===== config.mk =====
export PLATFORM = sky130hd
export DESIGN_NAME = controlUnit
export DESIGN_NICKNAME = d
export VERILOG_FILES = /design/src/source/controlPkg.sv /design/src/source/isaPkg.sv /design/src/source/cycleIf.sv /design/src/source/controlUnit.sv /design/src/source/busCycleControl.sv /design/src/source/instrDecoder.sv /design/src/source/flagUnit.sv /design/src/source/stepSequencer.sv
export SDC_FILE = /design/constraint.sdc
export NUM_CORES = 1
export LEC_CHECK = 0
export BUFFER_PORTS_ARGS = -buffer_cell sky130_fd_sc_hd__buf_2
export CAP_MARGIN = 25
export CORE_UTILIZATION = 48
export DETAILED_ROUTE_END_ITERATION = 6
export PLACE_DENSITY = 0.83
export SYNTH_ARGS = -nofsm -noshare
export SYNTH_HDL_FRONTEND = slang
export SYNTH_SLANG_ARGS = --single-unit

===== constraint.sdc =====
create_clock -name Clock -period 1.9 [get_ports Clock]
set_input_delay 0.38 -clock Clock [delete_from_list [all_inputs] [get_ports Clock]]
set_output_delay 0.38 -clock Clock [all_outputs]
set_load 0.01 [all_outputs]

===== src/source/controlPkg.sv =====
// Datapath control codes driven by the control unit: ALU functions, selects, steps
package controlPkg;

   localparam int AluFnWidth = 4;

   localparam logic [AluFnWidth-1:0] FnA    = 4'd0;
   localparam logic [AluFnWidth-1:0] FnADD  = 4'd1;
   localparam logic [AluFnWidth-1:0] FnADC  = 4'd2;
   localparam logic [AluFnWidth-1:0] FnSUB  = 4'd3;
   localparam logic [AluFnWidth-1:0] FnNEG  = 4'd4;
   localparam logic [AluFnWidth-1:0] FnAND  = 4'd5;
   localparam logic [AluFnWidth-1:0] FnOR   = 4'd6;
   localparam logic [AluFnWidth-1:0] FnXOR  = 4'd7;
   localparam logic [AluFnWidth-1:0] FnNOR  = 4'd8;
   localparam logic [AluFnWidth-1:0] FnNAND = 4'd9;
   localparam logic [AluFnWidth-1:0] FnNOT  = 4'd10;
   localparam logic [AluFnWidth-1:0] FnLSL  = 4'd11;
   localparam logic [AluFnWidth-1:0] FnLSR  = 4'd12;
   localparam logic [AluFnWidth-1:0] FnASR  = 4'd13;
   localparam logic [AluFnWidth-1:0] FnLUI  = 4'd14;
   localparam logic [AluFnWidth-1:0] FnLLI  = 4'd15;

   localparam logic Op1Rd1   = 1'b0;
   localparam logic Op1Pc    = 1'b1;
   localparam logic Op2Imm   = 1'b0;
   localparam logic Op2Rd2   = 1'b1;
   localparam logic ImmLong  = 1'b0;
   localparam logic ImmShort = 1'b1;
   localparam logic WdAlu    = 1'b0;
   localparam logic WdSys    = 1'b1;
   localparam logic Rs1Ra    = 1'b0;
   localparam logic Rs1Rd    = 1'b1;

   localparam int PcSelWidth = 2;
   localparam logic [PcSelWidth-1:0] Pc1      = 2'd0;
   localparam logic [PcSelWidth-1:0] PcAluOut = 2'd1;
   localparam logic [PcSelWidth-1:0] PcSysbus = 2'd2;

   localparam int StepWidth = 3;
   localparam logic [StepWidth-1:0] Step0 = 3'd0;
   localparam logic [StepWidth-1:0] Step1 = 3'd1;
   localparam logic [StepWidth-1:0] Step2 = 3'd2;
   localparam logic [StepWidth-1:0] Step3 = 3'd3;
   localparam logic [StepWidth-1:0] Step4 = 3'd4;

endpackage


===== src/source/isaPkg.sv =====
// Instruction set of the 16-bit RISC core: field positions, opcodes, branch codes, flags
package isaPkg;

   localparam int InstrWidth  = 8;
   localparam int OpcodeWidth = 5;
   localparam int OpcodeMsb   = 7;
   localparam int OpcodeLsb   = 3;
   localparam int BranchWidth = 3;

   localparam logic [OpcodeWidth-1:0] ADD    = 5'd0;
   localparam logic [OpcodeWidth-1:0] ADDI   = 5'd1;
   localparam logic [OpcodeWidth-1:0] ADDIB  = 5'd2;
   localparam logic [OpcodeWidth-1:0] ADC    = 5'd3;
   localparam logic [OpcodeWidth-1:0] ADCI   = 5'd4;
   localparam logic [OpcodeWidth-1:0] SUB    = 5'd5;
   localparam logic [OpcodeWidth-1:0] SUBI   = 5'd6;
   localparam logic [OpcodeWidth-1:0] SUBIB  = 5'd7;
   localparam logic [OpcodeWidth-1:0] SUC    = 5'd8;
   localparam logic [OpcodeWidth-1:0] SUCI   = 5'd9;
   localparam logic [OpcodeWidth-1:0] NEG    = 5'd10;
   localparam logic [OpcodeWidth-1:0] CMP    = 5'd11;
   localparam logic [OpcodeWidth-1:0] CMPI   = 5'd12;
   localparam logic [OpcodeWidth-1:0] AND    = 5'd13;
   localparam logic [OpcodeWidth-1:0] OR     = 5'd14;
   localparam logic [OpcodeWidth-1:0] XOR    = 5'd15;
   localparam logic [OpcodeWidth-1:0] NOR    = 5'd16;
   localparam logic [OpcodeWidth-1:0] NAND   = 5'd17;
   localparam logic [OpcodeWidth-1:0] NOT    = 5'd18;
   localparam logic [OpcodeWidth-1:0] LSL    = 5'd19;
   localparam logic [OpcodeWidth-1:0] LSR    = 5'd20;
   localparam logic [OpcodeWidth-1:0] ASR    = 5'd21;
   localparam logic [OpcodeWidth-1:0] LUI    = 5'd22;
   localparam logic [OpcodeWidth-1:0] LLI    = 5'd23;
   localparam logic [OpcodeWidth-1:0] LDW    = 5'd24;
   localparam logic [OpcodeWidth-1:0] STW    = 5'd25;
   localparam logic [OpcodeWidth-1:0] BRANCH = 5'd26;

   // Condition field of the BRANCH group
   localparam logic [BranchWidth-1:0] BR  = 3'd0;
   localparam logic [BranchWidth-1:0] BNE = 3'd1;
   localparam logic [BranchWidth-1:0] BE  = 3'd2;
   localparam logic [BranchWidth-1:0] BLT = 3'd3;
   localparam logic [BranchWidth-1:0] BGE = 3'd4;
   localparam logic [BranchWidth-1:0] BWL = 3'd5;
   localparam logic [BranchWidth-1:0] RET = 3'd6;

   localparam int FlagC     = 0;
   localparam int FlagZ     = 1;
   localparam int FlagN     = 2;
   localparam int FlagV     = 3;
   localparam int FlagCount = 4;

endpackage

===== src/source/cycleIf.sv =====
// Instruction phase and step shared by the sequencer, decoder and bus control
`timescale 1ns/1ps

interface cycleIf;

   logic                             inFetch;
   logic [controlPkg::StepWidth-1:0] step;
   logic                             memoryOp;   // LDW or STW in the IR
   logic                             storeOp;

   modport sequencer (output inFetch, output step, input memoryOp);

   modport decoder (input inFetch, input step, output memoryOp, output storeOp);

   modport bus (input inFetch, input step, input storeOp);

endinterface


===== src/source/controlUnit.sv =====
// Control unit top: sequencer, decoder, status flags and memory bus strobes
`timescale 1ns/1ps

module controlUnit (
   input  logic                              Clock,
   input  logic                              nReset,
   input  logic [isaPkg::InstrWidth-1:0]     OpcodeCondIn,
   input  logic [isaPkg::FlagCount-1:0]      Flags,
   input  logic                              nWait,
   output logic [controlPkg::AluFnWidth-1:0] AluOp,
   output logic                              Op1Sel,
   output logic                              Op2Sel,
   output logic                              ImmSel,
   output logic                              WdSel,
   output logic                              Rs1Sel,
   output logic [controlPkg::PcSelWidth-1:0] PcSel,
   output logic                              AluEn,
   output logic                              AluWe,
   output logic                              LrEn,
   output logic                              LrWe,
   output logic                              PcWe,
   output logic                              PcEn,
   output logic                              IrWe,
   output logic                              RegWe,
   output logic                              MemEn,
   output logic                              nWE,
   output logic                              nOE,
   output logic                              nME,
   output logic                              ENB,
   output logic                              ALE,
   output logic                              CFlag
);

   logic                           statusWe;
   logic [isaPkg::BranchWidth-1:0] branchCode;
   logic                           branchTaken;

   cycleIf cyc ();

   stepSequencer u_sequencer (.Clock(Clock), .nReset(nReset), .nWait(nWait), .cyc(cyc));

   instrDecoder u_decoder (
      .OpcodeCondIn(OpcodeCondIn), .cyc(cyc), .branchTaken(branchTaken),
      .statusWe(statusWe), .branchCode(branchCode), .AluOp(AluOp), .Op1Sel(Op1Sel),
      .Op2Sel(Op2Sel), .ImmSel(ImmSel), .WdSel(WdSel), .Rs1Sel(Rs1Sel), .PcSel(PcSel),
      .AluEn(AluEn), .AluWe(AluWe), .LrEn(LrEn), .LrWe(LrWe), .PcWe(PcWe), .PcEn(PcEn),
      .IrWe(IrWe), .RegWe(RegWe)
   );

   flagUnit u_flags (
      .Clock(Clock), .nReset(nReset), .Flags(Flags), .statusWe(statusWe),
      .branchCode(branchCode), .CFlag(CFlag), .branchTaken(branchTaken)
   );

   busCycleControl u_bus (
      .cyc(cyc), .MemEn(MemEn), .nWE(nWE), .nOE(nOE), .nME(nME), .ENB(ENB), .ALE(ALE)
   );

endmodule


===== src/source/busCycleControl.sv =====
// Memory bus strobes and pad enable for instruction fetch and LDW/STW cycles
`timescale 1ns/1ps

module busCycleControl (
   cycleIf.bus  cyc,
   output logic MemEn,
   output logic nWE,
   output logic nOE,
   output logic nME,
   output logic ENB,
   output logic ALE
);

   logic addrStep;
   logic dataStep;
   logic readStep;
   logic writeStep;

   // Execute steps past Step0 only occur for LDW and STW
   always_comb begin
      if (cyc.inFetch) begin
         addrStep  = cyc.step == controlPkg::Step0;
         dataStep  = (cyc.step == controlPkg::Step1) || (cyc.step == controlPkg::Step2);
         readStep  = cyc.step != controlPkg::Step0;
         writeStep = 1'b0;
         ENB       = cyc.step == controlPkg::Step2;
      end else begin
         addrStep  = cyc.step == controlPkg::Step1;
         dataStep  = (cyc.step == controlPkg::Step2) || (cyc.step == controlPkg::Step3);
         readStep  = !cyc.storeOp && (cyc.step >= controlPkg::Step2);
         writeStep = cyc.storeOp && (cyc.step == controlPkg::Step3);
         ENB       = !cyc.storeOp && (cyc.step == controlPkg::Step3);
      end
   end

   assign ALE   = addrStep;
   assign nME   = !dataStep;     // Chip select
   assign MemEn = readStep;      // Pads in toward the core
   assign nOE   = !readStep;
   assign nWE   = !writeStep;

endmodule


===== src/source/instrDecoder.sv =====
// Execute-phase decoder: datapath selects, register and PC enables per opcode and step
`timescale 1ns/1ps

module instrDecoder (
   input  logic [isaPkg::InstrWidth-1:0]     OpcodeCondIn,
   cycleIf.decoder                           cyc,
   input  logic                              branchTaken,
   output logic                              statusWe,
   output logic [isaPkg::BranchWidth-1:0]    branchCode,
   output logic [controlPkg::AluFnWidth-1:0] AluOp,
   output logic                              Op1Sel,
   output logic                              Op2Sel,
   output logic                              ImmSel,
   output logic                              WdSel,
   output logic                              Rs1Sel,
   output logic [controlPkg::PcSelWidth-1:0] PcSel,
   output logic                              AluEn,
   output logic                              AluWe,
   output logic                              LrEn,
   output logic                              LrWe,
   output logic                              PcWe,
   output logic                              PcEn,
   output logic                              IrWe,
   output logic                              RegWe
);

   logic [isaPkg::OpcodeWidth-1:0]    opcode;
   logic [controlPkg::AluFnWidth-1:0] aluFn;
   logic                              isAlu;
   logic                              memOp;
   logic                              storeOp;
   logic                              regOperand;
   logic                              shortImm;
   logic                              byteImm;
   logic                              isCompare;
   logic                              loadImm;

   assign opcode     = OpcodeCondIn[isaPkg::OpcodeMsb:isaPkg::OpcodeLsb];
   assign branchCode = OpcodeCondIn[isaPkg::BranchWidth-1:0];
   assign memOp      = (opcode == isaPkg::LDW) || (opcode == isaPkg::STW);
   assign storeOp    = opcode == isaPkg::STW;
   assign cyc.memoryOp = memOp;
   assign cyc.storeOp  = storeOp;

   assign regOperand = opcode inside {isaPkg::ADD, isaPkg::ADC, isaPkg::SUB, isaPkg::SUC,
                                      isaPkg::CMP, isaPkg::AND, isaPkg::OR, isaPkg::XOR,
                                      isaPkg::NOR, isaPkg::NAND};
   assign shortImm   = opcode inside {isaPkg::ADDI, isaPkg::ADCI, isaPkg::SUBI, isaPkg::SUCI,
                                      isaPkg::CMPI, isaPkg::LSL, isaPkg::LSR, isaPkg::ASR};
   assign byteImm    = opcode inside {isaPkg::ADDIB, isaPkg::SUBIB, isaPkg::LUI, isaPkg::LLI};
   assign isCompare  = (opcode == isaPkg::CMP) || (opcode == isaPkg::CMPI);
   assign loadImm    = (opcode == isaPkg::LUI) || (opcode == isaPkg::LLI);

   always_comb begin
      isAlu = 1'b1;
      case (opcode)
         isaPkg::ADD, isaPkg::ADDI, isaPkg::ADDIB:       aluFn = controlPkg::FnADD;
         isaPkg::ADC, isaPkg::ADCI, isaPkg::SUC, isaPkg::SUCI:
                                                         aluFn = controlPkg::FnADC;
         isaPkg::SUB, isaPkg::SUBI, isaPkg::SUBIB, isaPkg::CMP, isaPkg::CMPI:
                                                         aluFn = controlPkg::FnSUB;
         isaPkg::NEG:  aluFn = controlPkg::FnNEG;
         isaPkg::AND:  aluFn = controlPkg::FnAND;
         isaPkg::OR:   aluFn = controlPkg::FnOR;
         isaPkg::XOR:  aluFn = controlPkg::FnXOR;
         isaPkg::NOR:  aluFn = controlPkg::FnNOR;
         isaPkg::NAND: aluFn = controlPkg::FnNAND;
         isaPkg::NOT:  aluFn = controlPkg::FnNOT;
         isaPkg::LSL:  aluFn = controlPkg::FnLSL;
         isaPkg::LSR:  aluFn = controlPkg::FnLSR;
         isaPkg::ASR:  aluFn = controlPkg::FnASR;
         isaPkg::LUI:  aluFn = controlPkg::FnLUI;
         isaPkg::LLI:  aluFn = controlPkg::FnLLI;
         default: begin
            aluFn = controlPkg::FnA;
            isAlu = 1'b0;
         end
      endcase
   end

   always_comb begin
      AluOp    = controlPkg::FnA;
      Op1Sel   = controlPkg::Op1Rd1;
      Op2Sel   = controlPkg::Op2Imm;
      ImmSel   = controlPkg::ImmLong;
      WdSel    = controlPkg::WdAlu;
      Rs1Sel   = controlPkg::Rs1Ra;
      PcSel    = controlPkg::Pc1;
      AluEn    = 1'b0;
      AluWe    = 1'b0;
      LrEn     = 1'b0;
      LrWe     = 1'b0;
      PcWe     = 1'b0;
      PcEn     = 1'b0;
      IrWe     = 1'b0;
      RegWe    = 1'b0;
      statusWe = 1'b0;
      if (cyc.inFetch) begin
         PcEn = cyc.step == controlPkg::Step0;   // PC out as fetch address
         IrWe = cyc.step == controlPkg::Step3;
      end else if (isAlu) begin
         AluOp    = aluFn;
         Op2Sel   = regOperand ? controlPkg::Op2Rd2 : controlPkg::Op2Imm;
         ImmSel   = shortImm ? controlPkg::ImmShort : controlPkg::ImmLong;
         Rs1Sel   = byteImm ? controlPkg::Rs1Rd : controlPkg::Rs1Ra;
         PcEn     = !loadImm;
         AluEn    = loadImm;
         RegWe    = !isCompare;
         statusWe = !loadImm;
         PcWe     = 1'b1;
      end else if (memOp) begin
         case (cyc.step)
            controlPkg::Step0, controlPkg::Step1: begin   // Base plus offset
               AluOp  = controlPkg::FnADD;
               ImmSel = controlPkg::ImmShort;
               AluEn  = 1'b1;
               AluWe  = cyc.step == controlPkg::Step0;
            end
            controlPkg::Step2: begin
               Rs1Sel = controlPkg::Rs1Rd;   // Store data passes through ALU
               AluWe  = 1'b1;
               AluEn  = 1'b1;
            end
            controlPkg::Step3: AluEn = storeOp;   // Hold write data on sysbus
            default: begin
               AluEn = storeOp;
               RegWe = !storeOp;
               WdSel = storeOp ? controlPkg::WdAlu : controlPkg::WdSys;
               PcWe  = 1'b1;
            end
         endcase
      end else if (opcode == isaPkg::BRANCH) begin
         PcWe = 1'b1;
         if (branchCode == isaPkg::RET) begin
            LrEn  = 1'b1;
            PcSel = controlPkg::PcSysbus;
         end else begin
            AluOp  = controlPkg::FnADD;   // PC plus long offset
            Op1Sel = controlPkg::Op1Pc;
            AluEn  = 1'b1;
            PcSel  = branchTaken ? controlPkg::PcAluOut : controlPkg::Pc1;
            LrWe   = branchTaken && (branchCode == isaPkg::BWL);
         end
      end else begin
         PcWe = 1'b1;   // Unused opcode, skip it
      end
   end

endmodule


===== src/source/flagUnit.sv =====
// Status register and branch condition evaluation
`timescale 1ns/1ps

module flagUnit (
   input  logic                           Clock,
   input  logic                           nReset,
   input  logic [isaPkg::FlagCount-1:0]   Flags,
   input  logic                           statusWe,
   input  logic [isaPkg::BranchWidth-1:0] branchCode,
   output logic                           CFlag,
   output logic                           branchTaken
);

   logic [isaPkg::FlagCount-1:0] statusReg;
   logic                         signedLess;

   always_ff @(posedge Clock or negedge nReset) begin
      if (!nReset)
         statusReg <= '0;
      else if (statusWe)
         statusReg <= Flags;
   end

   assign CFlag      = statusReg[isaPkg::FlagC];
   assign signedLess = statusReg[isaPkg::FlagN] ^ statusReg[isaPkg::FlagV];

   always_comb begin
      case (branchCode)
         isaPkg::BR, isaPkg::BWL: branchTaken = 1'b1;
         isaPkg::BNE:             branchTaken = !statusReg[isaPkg::FlagZ];
         isaPkg::BE:              branchTaken = statusReg[isaPkg::FlagZ];
         isaPkg::BLT:             branchTaken = signedLess;
         isaPkg::BGE:             branchTaken = !signedLess;
         default:                 branchTaken = 1'b0;   // RET and unused code
      endcase
   end

endmodule


===== src/source/stepSequencer.sv =====
// Fetch/execute step sequencer, stalls on nWait at the memory data steps
`timescale 1ns/1ps

module stepSequencer (
   input  logic      Clock,
   input  logic      nReset,
   input  logic      nWait,
   cycleIf.sequencer cyc
);

   logic                             inFetch;
   logic [controlPkg::StepWidth-1:0] step;
   logic                             lastStep;
   logic                             stall;

   always_comb begin
      if (inFetch) begin
         lastStep = step == controlPkg::Step3;
         stall    = !nWait && (step == controlPkg::Step2);
      end else begin
         // Non-memory instructions finish in their first step
         lastStep = (step == controlPkg::Step4) ||
                    (step == controlPkg::Step0 && !cyc.memoryOp);
         stall    = !nWait && (step == controlPkg::Step3);
      end
   end

   always_ff @(posedge Clock or negedge nReset) begin
      if (!nReset) begin
         inFetch <= 1'b1;
         step    <= controlPkg::Step0;
      end else if (lastStep) begin
         inFetch <= !inFetch;                // Swap phase
         step    <= controlPkg::Step0;
      end else if (!stall) begin
         step    <= step + 1'b1;
      end
   end

   assign cyc.inFetch = inFetch;
   assign cyc.step    = step;

endmodule


==> run_results.csv <==
group,metric,value,unit
power_and_ir_drop,swShare,0.457,
cells_and_area,regArea,203,sq um
global_routing,grt_max_degree,14,
placement,dp_hpwl,2170,microns
sta,clock.fmax,516,MHz
sta,period_minus_slack,1940,ps
clock_network,cts-htree-levels,1,
logic_synthesis,yosysWarnings,0,
drt,routed_wl,3210,microns
cells_and_area,diodes,0,
sta,setup_ws,-37.2,ps
worst_setup_path,startpoint_type,"primary input",
floorplan,dieWidth,48.4,microns
drt,ant_nets,0,
worst_setup_path,crit_arrival,1560,ps
global_routing,grt_antenna_before_repair,0,
logic_synthesis,netlist_area,0.00103,sq mm
global_routing,grt_pass1_wl,5180,microns
floorplan,core,0.00200,sq mm
logic_synthesis,synth_nets,152,
hold_path,hold_depth,2,
power_and_ir_drop,seqPwrFrac,0.191,
worst_setup_path,crit_path_end,"AluOp[0]",
drt,vias,1241,
sta,fin_tns_setup,-61.3,ps
logic_synthesis,syn_inst,132,
floorplan,pin_count,41,
drt,first_pass_iters,4,
clock_network,clk_path_buf_depth,2,
placement,portBuffers,40,
drt,drc,0,
power_and_ir_drop,net-switching-power,0.909,mW
worst_setup_path,endpoint_kind,"primary output",
worst_setup_path,r2r_start,"u_sequencer.cyc.step[1]",
logic_synthesis,async_flop_share,1.00,
sta,timing.final.crit_share,1.02,
logic_synthesis,synth_area_per_cell,7.83,sq um
worst_setup_path,r2r_cells,8,
clock_network,root_buffer,"clkbuf_4",
job,maxCapViolCount,0,
clock_network,cts_buffers,3,
worst_setup_path,reg2reg_slack,180,ps
power_and_ir_drop,pwr-share-comb,0.739,
logic_synthesis,synth_edf_count,0,
sta,report.final.setup_viol,2,
cells_and_area,n_fill_cell,141,
floorplan,die_area,0.00234,sq mm
cells_and_area,drive_above_1_share,0.516,
worst_setup_path,r2r-end,"u_sequencer.cyc.step[2]",
worst_setup_path,worst-setup-path-type,"in -> out",
drt,wl_per_cell,14.8,microns
global_routing,grt_pass1_vias,1130,
sta,rsz0062_at_grt,"yes",
worst_setup_path,crit_start,"OpcodeCondIn[3]",
clock_network,path_clk_slew,60,ps
cells_and_area,fin_area,0.00154,sq mm
drt,via_per_inst,5.72,
hold_path,hp-class,"in -> reg",
global_routing,grt.total_usage,0.280,
floorplan,start_util,0.516,
clock_network,cts.sinks,8,
cells_and_area,layout.cells.most_common,"buf_2",
logic_synthesis,synth-seq-cells,8,
logic_synthesis,synth-seq-area-share,0.195,
logic_synthesis,synth_cell_types,45,
cells_and_area,finish.utilization,0.767,
sta,worst_pin_slew,348,ps
power_and_ir_drop,intPower,1.08,mW
cells_and_area,syn_to_final_growth,48.5,%
drt,drt_iter0_drc,30,
placement,place_congestion,0.886,
sta,slew_headroom,0.767,
power_and_ir_drop,p_leak,0.726,nW
worst_setup_path,cp.required,1520,ps
placement,placed_area,0.00130,sq mm
sta,final_max_slew_viol_count,0,
cells_and_area,final_cell_mix,"buf_2, buf_4, a21oi_1, nand2_1, nor2_1",
logic_synthesis,synthFlopType,"dfrtp_1",
worst_setup_path,cp_max_fo,13,
clock_network,cts_tree,"yes",
sta,skew,4.31,ps
clock_network,clkLatencyLatePin,250,ps
power_and_ir_drop,vdd_drop_max,931,uV
run_status,violations,"negative setup slack",
floorplan,die_y,48.4,microns
cells_and_area,nets,211,
global_routing,grt_overflow_total,0,
sta,finalHoldViolCount,0,
power_and_ir_drop,p_clk_frac,0.070,
run_status,outcome,"finished with violations",
power_and_ir_drop,power_per_cell_area,1300,mW/mm^2
cells_and_area,multi_input_area,843,sq um
floorplan,placementRows,16,
-- worst max-delay path, stage by stage --
cell and delay [ps]:
buf_2 190, nor3b_2 250, nand2_1 150, a2111oi_2 390
buf_2 190
-- Yosys cell counts (2+ instances only) --
cell type | instances | area, sq um
nand2b_1 | 3 | 18.8
mux2i_1 | 3 | 30.0
nand2_1 | 11 | 41.3
inv_1 | 7 | 26.3
a21oi_1 | 15 | 75.1
nor2_1 | 9 | 33.8
buf_1 | 2 | 7.51
and2_1 | 2 | 12.5
nor3_1 | 6 | 30.0
a31oi_1 | 2 | 12.5
mux2_4 | 4 | 60.1
nor2b_1 | 3 | 18.8
nand3b_1 | 3 | 22.5
nor3b_1 | 2 | 15.0
buf_2 | 3 | 15.0
dfrtp_1 | 7 | 175
o21ai_0 | 8 | 40.0
or3_1 | 2 | 12.5
o21bai_1 | 2 | 15.0
ha_1 | 5 | 62.6
xnor2_1 | 2 | 17.5
a211oi_2 | 2 | 25.0
a211oi_1 | 4 | 30.0
a21oi_2 | 2 | 17.5
buf_6 | 3 | 33.8
-- power groups by stage --
stage | Combinational [mW] | Sequential [mW] | Clock [mW]
6_report | 1.47 | 0.381 | 0.139
5_1_grt | 1.59 | 0.393 | 0.157
4_1_cts | 1.22 | 0.367 | 0.141
3_5_place_dp | 1.06 | 0.363 | 0
3_3_place_gp | 1.03 | 0.357 | 0
2_1_floorplan | 0.759 | 0.334 | 0
-- flip-flops by register name (all words and copies together), names as in the netlist --
signal / flops
u_flags.statusReg: 4
u_sequencer.cyc.step: 3
u_sequencer.cyc.inFetch: 1
-- worst min path at each step --
| stage | from | to | slack (ps) |
|---|---|---|---|
| after floorplan | nReset | u_flags.statusReg[0] | 80 |
| after global placement | nReset | u_flags.statusReg[2] | 220 |
| after CTS | Flags[0] | u_flags.statusReg[0] | 360 |
| final | Flags[0] | u_flags.statusReg[0] | 360 |
| after detailed placement | nReset | u_flags.statusReg[3] | 220 |
| after global routing | Flags[0] | u_flags.statusReg[0] | 350 |
-- through the flow --
stage / setup WS, ps / instances / hold slack, ps / total power [mW]
after detailed placement: -36.4 / 202 / 224 / 1.42
after global routing: -86.4 / 217 / 350 / 2.14
after global placement: 56.5 / 202 / 223 / 1.39
after CTS: -3.31 / 211 / 355 / 1.73
final: -37.2 / 217 / 357 / 1.99
after floorplan: 158 / 132 / 84.4 / 1.09
-- what timing repair did --
action,in CTS,in global routing
pin swaps,2,7
resized for setup,18,16
hold buffers,1,0
hold endpoints to repair,7,0
setup endpoints to repair,7,16
buffers inserted,4,6
-- final cells by class --
type / count / area share
clock buffers: 4 / 0.0171
inverters: 7 / 0.0171
multi-input cells: 107 / 0.549
flip-flops and latches: 8 / 0.132
well taps: 27 / 0.0220
repair buffers: 64 / 0.262
-- layer usage --
metal  global-route usage  vias to the layer above  routed length [microns]
met5                    0                        -                        0
met4               0.0784                        0                       20
met3               0.0535                        2                      153
met2                0.498                       56                     1690
met1                0.342                      592                     1340
li1                     -                      591                        -
-- logic make-up (layout without fill, tap and decap cells) --
group                    count (synthesis)  count (layout)  synth area share
flip-flops                               8               8             0.195
AO/OA/AOI/OAI                           42              42             0.272
adder cells (fa/ha/maj)                  5               5            0.0605
XOR/XNOR                                 2               2            0.0170
AND/OR/NAND/NOR                         50              50             0.266
buffers and inverters                   17              75            0.0908
multiplexers                             8               8            0.0981
Note: power is estimated with default switching activity, not from simulation.
